===== src/include/irq_hub_defines.svh =====
// widths, vector positions and register addresses of the interrupt hub, included by its sources
`ifndef IRQ_HUB_DEFINES_SVH
`define IRQ_HUB_DEFINES_SVH

// ------------------------------
// widths
// ------------------------------
`define IRQ_NUM_SRC     32
`define IRQ_ID_W        5
`define IRQ_LEVEL_W     8
`define APB_ADDR_W      8
`define APB_DATA_W      32

// ------------------------------
// legacy vector layout
// ------------------------------
`define IRQ_BIT_MSIP    3
`define IRQ_BIT_MTIP    7
`define IRQ_BIT_SEIP    9
`define IRQ_BIT_MEIP    11
`define IRQ_BIT_UART    16
`define IRQ_BIT_TIMER   17   // first of the apb timer lines
`define IRQ_NUM_TIMER   4

`define IRQ_THRESH_ADDR 8'h80 // last valid address, control words sit below

`endif


===== src/source/irq_hub_pkg.sv =====
// shared struct and union types of the interrupt hub, imported by every block that needs them
`include "irq_hub_defines.svh"

package irq_hub_pkg;

  // raw platform interrupt lines
  typedef struct packed {
    logic                      msip;
    logic                      mtip;
    logic                      seip;
    logic                      meip;
    logic                      uart;
    logic [`IRQ_NUM_TIMER-1:0] apb_timer;
  } irq_src_t;

  // ------------------------------
  // apb register port
  // ------------------------------
  typedef struct packed {
    logic                   psel;
    logic                   penable;
    logic                   pwrite;
    logic [`APB_ADDR_W-1:0] paddr;
    logic [`APB_DATA_W-1:0] pwdata;
  } apb_req_t;

  typedef struct packed {
    logic [`APB_DATA_W-1:0] prdata;
    logic                   pready;
    logic                   pslverr;
  } apb_rsp_t;

  // one control word, seen as bus word or as fields
  typedef union packed {
    logic [`APB_DATA_W-1:0] raw;
    struct packed {
      logic [15:0]             rsvd_hi;
      logic [`IRQ_LEVEL_W-1:0] level;   // bits 15:8
      logic [5:0]              rsvd_lo;
      logic                    ip;      // read only, live pending
      logic                    ie;
    } fields;
  } irq_ctl_t;

  // what the arbiter needs per source
  typedef struct packed {
    logic                    ie;
    logic [`IRQ_LEVEL_W-1:0] level;
  } irq_cfg_t;

  // notified source
  typedef struct packed {
    logic [`IRQ_ID_W-1:0]    id;
    logic [`IRQ_LEVEL_W-1:0] level;
  } irq_req_t;

endpackage


===== src/source/irq_src_sync.sv =====
// packs the platform interrupt lines into the legacy vector and synchronizes them to clk_i
`include "irq_hub_defines.svh"

module irq_src_sync (
  input  logic                    clk_i,
  input  logic                    rst_ni,
  input  irq_hub_pkg::irq_src_t   irq_src_i,   // asynchronous lines
  output logic [`IRQ_NUM_SRC-1:0] pend_vec_o
);

  logic [`IRQ_NUM_SRC-1:0] raw_vec;
  logic [`IRQ_NUM_SRC-1:0] meta_q;   // first stage, may go metastable
  logic [`IRQ_NUM_SRC-1:0] sync_q;

  // ------------------------------
  // vector layout
  // ------------------------------
  always_comb begin
    raw_vec                                    = '0; // reserved bits tied low
    raw_vec[`IRQ_BIT_MSIP]                     = irq_src_i.msip;
    raw_vec[`IRQ_BIT_MTIP]                     = irq_src_i.mtip;
    raw_vec[`IRQ_BIT_SEIP]                     = irq_src_i.seip;
    raw_vec[`IRQ_BIT_MEIP]                     = irq_src_i.meip;
    raw_vec[`IRQ_BIT_UART]                     = irq_src_i.uart;
    raw_vec[`IRQ_BIT_TIMER +: `IRQ_NUM_TIMER]  = irq_src_i.apb_timer; // 20:17
  end

  // ------------------------------
  // two flop synchronizer
  // ------------------------------
  always_ff @(posedge clk_i or negedge rst_ni) begin
    if (!rst_ni) begin
      meta_q <= '0;
      sync_q <= '0;
    end else begin
      meta_q <= raw_vec;
      sync_q <= meta_q;
    end
  end

  assign pend_vec_o = sync_q;

endmodule


===== src/source/irq_apb_regs.sv =====
// apb slave holding per-source enable and level plus the global threshold of the interrupt hub
`include "irq_hub_defines.svh"

module irq_apb_regs (
  input  logic                                     clk_i,
  input  logic                                     rst_ni,
  input  irq_hub_pkg::apb_req_t                    apb_req_i,
  output irq_hub_pkg::apb_rsp_t                    apb_rsp_o,
  input  logic [`IRQ_NUM_SRC-1:0]                  pend_vec_i,  // for ip readback
  output irq_hub_pkg::irq_cfg_t [`IRQ_NUM_SRC-1:0] cfg_o,
  output logic [`IRQ_LEVEL_W-1:0]                  thresh_o
);

  import irq_hub_pkg::*;

  logic                        access;
  logic                        addr_err;
  logic                        is_thresh;
  logic                        wr_en;
  logic                        rd_en;
  logic [`IRQ_ID_W-1:0]        idx;
  irq_ctl_t                    wr_ctl;
  irq_ctl_t                    rd_ctl;
  irq_cfg_t [`IRQ_NUM_SRC-1:0] cfg_q;
  logic [`IRQ_LEVEL_W-1:0]     thresh_q;

  // ------------------------------
  // address decode
  // ------------------------------
  assign access    = apb_req_i.psel & apb_req_i.penable; // access phase only
  assign addr_err  = (apb_req_i.paddr > `IRQ_THRESH_ADDR) ||
                     (apb_req_i.paddr[1:0] != 2'b00);
  assign is_thresh = (apb_req_i.paddr == `IRQ_THRESH_ADDR);
  assign idx       = apb_req_i.paddr[`IRQ_ID_W+1:2];     // word index
  assign wr_en     = access & apb_req_i.pwrite & ~addr_err;
  assign rd_en     = access & ~apb_req_i.pwrite & ~addr_err;

  assign wr_ctl.raw = apb_req_i.pwdata;

  // ------------------------------
  // registers
  // ------------------------------
  always_ff @(posedge clk_i or negedge rst_ni) begin
    if (!rst_ni) begin
      cfg_q    <= '0;
      thresh_q <= '0;
    end else if (wr_en) begin
      if (is_thresh) begin
        thresh_q <= wr_ctl.raw[`IRQ_LEVEL_W-1:0]; // low byte only
      end else begin
        cfg_q[idx].ie    <= wr_ctl.fields.ie;     // ip is not writable
        cfg_q[idx].level <= wr_ctl.fields.level;
      end
    end
  end

  // ------------------------------
  // read path
  // ------------------------------
  always_comb begin
    rd_ctl.raw = '0;
    if (is_thresh) begin
      rd_ctl.raw[`IRQ_LEVEL_W-1:0] = thresh_q;
    end else begin
      rd_ctl.fields.ie    = cfg_q[idx].ie;
      rd_ctl.fields.level = cfg_q[idx].level;
      rd_ctl.fields.ip    = pend_vec_i[idx];  // live, after sync
    end
  end

  assign apb_rsp_o.prdata  = rd_en ? rd_ctl.raw : '0;
  assign apb_rsp_o.pready  = access;            // no wait states
  assign apb_rsp_o.pslverr = access & addr_err;

  assign cfg_o    = cfg_q;
  assign thresh_o = thresh_q;

endmodule


===== src/source/irq_arbiter.sv =====
// combinational pick of the highest-level enabled pending source above the threshold
`include "irq_hub_defines.svh"

module irq_arbiter (
  input  logic [`IRQ_NUM_SRC-1:0]                  pend_vec_i,
  input  irq_hub_pkg::irq_cfg_t [`IRQ_NUM_SRC-1:0] cfg_i,
  input  logic [`IRQ_LEVEL_W-1:0]                  thresh_i,
  output logic                                     cand_valid_o,
  output irq_hub_pkg::irq_req_t                    cand_o
);

  import irq_hub_pkg::*;

  logic [`IRQ_NUM_SRC-1:0] eligible;
  logic [`IRQ_LEVEL_W-1:0] best_level;
  irq_req_t                best;

  // pending, enabled and strictly above threshold
  always_comb begin
    for (int i = 0; i < `IRQ_NUM_SRC; i++) begin
      eligible[i] = pend_vec_i[i] & cfg_i[i].ie & (cfg_i[i].level > thresh_i);
    end
  end

  // ------------------------------
  // max search
  // ------------------------------
  // scan upward and only replace on a strictly higher level,
  // so on a tie the lower id stays
  always_comb begin
    best_level = thresh_i;   // any eligible level beats this
    best       = '0;
    for (int i = 0; i < `IRQ_NUM_SRC; i++) begin
      if (eligible[i] && (cfg_i[i].level > best_level)) begin
        best_level = cfg_i[i].level;
        best.id    = `IRQ_ID_W'(i);
        best.level = cfg_i[i].level;
      end
    end
  end

  assign cand_valid_o = |eligible;
  assign cand_o       = best;

endmodule


===== src/source/irq_notify.sv =====
// output register that holds the selected interrupt toward the core under valid/ready
module irq_notify (
  input  logic                  clk_i,
  input  logic                  rst_ni,
  input  logic                  cand_valid_i,
  input  irq_hub_pkg::irq_req_t cand_i,
  input  logic                  irq_ready_i,
  output logic                  irq_valid_o,
  output irq_hub_pkg::irq_req_t irq_o
);

  import irq_hub_pkg::*;

  logic     valid_q;
  irq_req_t irq_q;
  logic     load;

  // idle or handing over this edge
  // otherwise hold, even if a better candidate shows up
  assign load = ~valid_q | irq_ready_i;

  // ------------------------------
  // notification register
  // ------------------------------
  always_ff @(posedge clk_i or negedge rst_ni) begin
    if (!rst_ni) begin
      valid_q <= 1'b0;
    end else if (load) begin
      valid_q <= cand_valid_i;   // goes idle when nothing eligible
    end
  end

  always_ff @(posedge clk_i) begin
    if (load) begin
      irq_q <= cand_i;
    end
  end

  assign irq_valid_o = valid_q;
  assign irq_o       = irq_q;

endmodule


===== src/source/irq_hub_top.sv =====
// top of the interrupt hub: source sync, apb registers, arbiter and core notification
`include "irq_hub_defines.svh"

module irq_hub_top (
  input  logic                  clk_i,
  input  logic                  rst_ni,
  input  irq_hub_pkg::irq_src_t irq_src_i,
  input  irq_hub_pkg::apb_req_t apb_req_i,
  output irq_hub_pkg::apb_rsp_t apb_rsp_o,
  input  logic                  irq_ready_i,
  output logic                  irq_valid_o,
  output irq_hub_pkg::irq_req_t irq_o
);

  import irq_hub_pkg::*;

  logic [`IRQ_NUM_SRC-1:0]     pend_vec;
  irq_cfg_t [`IRQ_NUM_SRC-1:0] cfg;
  logic [`IRQ_LEVEL_W-1:0]     thresh;
  logic                        cand_valid;
  irq_req_t                    cand;

  // ------------------------------
  // input side
  // ------------------------------
  irq_src_sync i_irq_src_sync (
    .clk_i      ( clk_i     ),
    .rst_ni     ( rst_ni    ),
    .irq_src_i  ( irq_src_i ),
    .pend_vec_o ( pend_vec  )
  );

  // ------------------------------
  // processing
  // ------------------------------
  irq_apb_regs i_irq_apb_regs (
    .clk_i      ( clk_i     ),
    .rst_ni     ( rst_ni    ),
    .apb_req_i  ( apb_req_i ),
    .apb_rsp_o  ( apb_rsp_o ),
    .pend_vec_i ( pend_vec  ),
    .cfg_o      ( cfg       ),
    .thresh_o   ( thresh    )
  );

  irq_arbiter i_irq_arbiter (
    .pend_vec_i   ( pend_vec   ),
    .cfg_i        ( cfg        ),
    .thresh_i     ( thresh     ),
    .cand_valid_o ( cand_valid ),
    .cand_o       ( cand       )
  );

  // ------------------------------
  // output side
  // ------------------------------
  irq_notify i_irq_notify (
    .clk_i        ( clk_i       ),
    .rst_ni       ( rst_ni      ),
    .cand_valid_i ( cand_valid  ),
    .cand_i       ( cand        ),
    .irq_ready_i  ( irq_ready_i ),
    .irq_valid_o  ( irq_valid_o ),
    .irq_o        ( irq_o       )  // to core
  );

endmodule


===== config.mk =====
export PLATFORM = sky130hd
export DESIGN_NAME = irq_hub_top
export DESIGN_NICKNAME = d
export VERILOG_FILES = /design/src/source/irq_hub_pkg.sv /design/src/source/irq_src_sync.sv /design/src/source/irq_apb_regs.sv /design/src/source/irq_arbiter.sv /design/src/source/irq_notify.sv /design/src/source/irq_hub_top.sv
export VERILOG_INCLUDE_DIRS = /design/src /design/src/include
export SDC_FILE = /design/constraint.sdc
export NUM_CORES = 1
export LEC_CHECK = 0
export ABC_AREA = 1
export BUFFER_PORTS_ARGS = -buffer_cell sky130_fd_sc_hd__buf_2
export CAP_MARGIN = 20
export CORE_MARGIN = 2
export CORE_UTILIZATION = 50
export CTS_BUF_LIST = sky130_fd_sc_hd__clkbuf_8
export DETAILED_ROUTE_END_ITERATION = 12
export PLACE_DENSITY = 0.73
export SLEW_MARGIN = 15
export SYNTH_ARGS = -nofsm -noshare
export SYNTH_HDL_FRONTEND = slang
export SYNTH_SLANG_ARGS = --single-unit

===== constraint.sdc =====
create_clock -name clk_i -period 23 [get_ports clk_i]
set_input_delay 3.45 -clock clk_i [delete_from_list [all_inputs] [get_ports clk_i]]
set_output_delay 3.45 -clock clk_i [all_outputs]
set_load 0.01 [all_outputs]

==> flow_summary.yaml <==
setup_path:
  cp.required_ns: 23.53
  arrival_ns: 16.89
  crit_top_cell: "nand2_1"
  cp_slowest_cell: "nor2_1"
  worstReg2RegStart: "i_irq_apb_regs.thresh_o[7]$_DFFE_PN0P_"
  timing.rr.end: "i_irq_notify.irq_o[0]$_DFFE_PP_"
  cp_max_fo: 20
  critPathKind: "flop to flop"
  regToRegSetupSlack_ns: 6.64
  cp-end-kind: "flop"
  critPathMaxStageDelay_ns: 0.60
  startpoint_type: "flop"
  ff2ff_path_depth: 87
clock_network:
  root_buffer: "clkbuf_8"
  clkLatencyLatePin_ns: 0.67
  cts_setup_buffers: 0
  cts_resized: 0
  htree_levels: 2
  ctsHoldBuffers: 0
  cts.clk_slew.worst_paths_ns: 0.06
  numCtsBuffers: 54
  clockBufferDepth: 3
  cts_tree: "yes"
  clock-sinks: 328
logic_synthesis:
  synth_edf_count: 13
  synth_top_cells_by_count: "nand2_1, o21ai_0, dfrtp_1"
  synthTopCellsByArea: "dfrtp_1, nand2_1, o21ai_0"
  synth.distinct_cells: 43
  yosysTopAreaCell: "dfrtp_1"
  yosysMostFrequentCell: "nand2_1"
  syn_area_per_cell_sq_um: 8.21
  post_synth_instance_area_sq_mm: 0.0184
  ys_seq_area_frac: 0.450
  yosys_warnings: 0
  synthFlopType: "dfrtp_1"
  postSynth.asyncResetShare: 0.960
  yosys.area.top_type_share: 0.428
  syn_inst: 2240
  ys_ff_latch: 328
power:
  power.density_mw_per_mm2: 58.0
  leakagePower_uw: 0.0101
  ir_drop_mv: 0.0404
  power.total_uw: 1170
final_layout:
  drive_gt1_frac: 0.0868
  syn_to_final_growth_pct: 9.72
  fin_util: 0.554
  fin_nets: 2463
placement:
  place.detailed.hpwl_microns: 39300
  portBuffers: 70
  gp_congestion: 0.948
global_route:
  grt_pass1_wl_microns: 87600
  track_usage: 0.297
  overflow: 0
  antenna_found_initial: 1
  grt_pass1_vias: 15600
  grt_max_degree: 196
detailed_routing:
  num_vias: 16500
  drc: 0
  ant_nets: 0
  drt_first_pass_iters: 6
  routed_wl_microns: 56800
  drt_iter0_drc: 1733
  vias_per_cell: 5.91
  wl_per_cell_microns: 20.4
sta:
  worst_clock_skew_ns: 0.0371
  setup-tns-final_ns: 0
  max_slew_margin: 0.262
  drv_slew: 0
  setup_violations: 0
  rsz0062_at_grt: "false"
  hold_violations: 0
  finalCriticalPeriod_ns: 16.36
  worstMarginPinSlew_ns: 1.10
  period_share: 0.711
  max_freq_ghz: 0.0611
die:
  core.rowCount: 70
  coreArea_sq_mm: 0.0364
  pin_count: 103
  die_h_microns: 196
  start_util: 0.505
  die_width_microns: 196
  dieArea_sq_mm: 0.0384
hold_path:
  min_to: "i_irq_src_sync.pend_vec_o[9]$_DFF_PN0_"
  hp-class: "flop to flop"
  hold_path_depth: 0
  hold_start: "i_irq_src_sync.meta_q[9]$_DFF_PN0_"
run:
  drv_cap: 0
outcome:
  status: "finished, final reports clean"
==> report_power, final <==
group / switching, uW / internal, uW / leakage (uW)
clock: 239 / 273 / 0.000635
sequential: 8.40 / 589 / 0.00447
combinational: 47.8 / 14.6 / 0.00503
==> flip-flops by register name (all words and copies together) (netlist names) <==
signal / cells
i_irq_notify.irq_o: 13
i_irq_notify.irq_valid_o: 1
i_irq_apb_regs.cfg_o: 288
i_irq_src_sync.meta_q: 9
i_irq_src_sync.pend_vec_o: 9
i_irq_apb_regs.thresh_o: 8
==> metal layers <==
metal / global-route usage / vias up / wire (microns) / share of wire
met5: 0 / - / 0 / 0
met4: 0.158 / 0 / 2910 / 0.051
met3: 0.0461 / 169 / 4210 / 0.074
met2: 0.472 / 710 / 25800 / 0.45
met1: 0.393 / 7833 / 23900 / 0.42
li1: - / 7744 / - / -
==> placed cells by master, fill, tap and decap left out, drive strengths merged, types with 8 or more instances in the layout <==
cell type	count
conb	16
edfxtp	13
nor3	12
nand2	612
a221oi	10
o21bai	10
a21oi	89
dfrtp	315
o221ai	9
nand3	71
buf	90
a22oi	129
nand4	18
a31oi	8
o21ai	355
ha	130
nor2	95
inv	194
a211oi	15
clkbuf	68
==> critical path, delay by kind of cell, from the launching register on <==
kind                       cells  cell delay [ns]
DFF                            1             0.36
AOI/OAI and AO/OA             13             3.00
buffers and inverters         15             2.87
and+or+nand+nor               50             7.26
adders and majority gates      9             2.69
==> kinds of logic after synthesis <==
group | share of synthesized area
adder cells (fa/ha/maj) | 0.0884
AO/OA/AOI/OAI | 0.215
AND/OR/NAND/NOR | 0.182
other | 0.000204
flip-flops | 0.450
buffers and inverters | 0.0651
==> stage by stage <==
| step | hold slack [ns] | instances | cell area [sq um] | setup WS (ns) |
|---|---|---|---|---|
| floorplan | 0.331 | 2255 | 18500 | 10.21 |
| global placement | 0.333 | 2685 | 19000 | 6.92 |
| detailed placement | 0.335 | 2685 | 19000 | 6.84 |
| CTS | 0.346 | 2779 | 20100 | 6.79 |
| global route | 0.357 | 2785 | 20200 | 5.11 |
| finish | 0.339 | 2785 | 20200 | 6.64 |
==> how the worst max path moves through the flow <==
stage                                           startpoint                                    to  cells after the start
CTS                 i_irq_apb_regs.thresh_o[7]$_DFFE_PN0P_       i_irq_notify.irq_o[0]$_DFFE_PP_                     87
global placement    i_irq_apb_regs.thresh_o[7]$_DFFE_PN0P_  i_irq_notify.irq_o[12]$_SDFFCE_PP1P_                     81
global route        i_irq_apb_regs.thresh_o[7]$_DFFE_PN0P_       i_irq_notify.irq_o[0]$_DFFE_PP_                     85
floorplan           i_irq_apb_regs.thresh_o[2]$_DFFE_PN0P_       i_irq_notify.irq_o[0]$_DFFE_PP_                     91
finish              i_irq_apb_regs.thresh_o[7]$_DFFE_PN0P_       i_irq_notify.irq_o[0]$_DFFE_PP_                     87
detailed placement  i_irq_apb_regs.thresh_o[7]$_DFFE_PN0P_  i_irq_notify.irq_o[12]$_SDFFCE_PP1P_                     86
==> area by class of cell <==
class	instances	area, sq um
Multi-Input combinational cell	1629	9000
Fill cell	3375	16200
Inverter	174	653
Tap cell	468	586
Clock inverter	27	148
Clock buffer	67	922
Sequential cell	328	8270
Timing Repair Buffer	91	603
Antenna cell	1	2.50
Power figures use the tool's default switching activity.
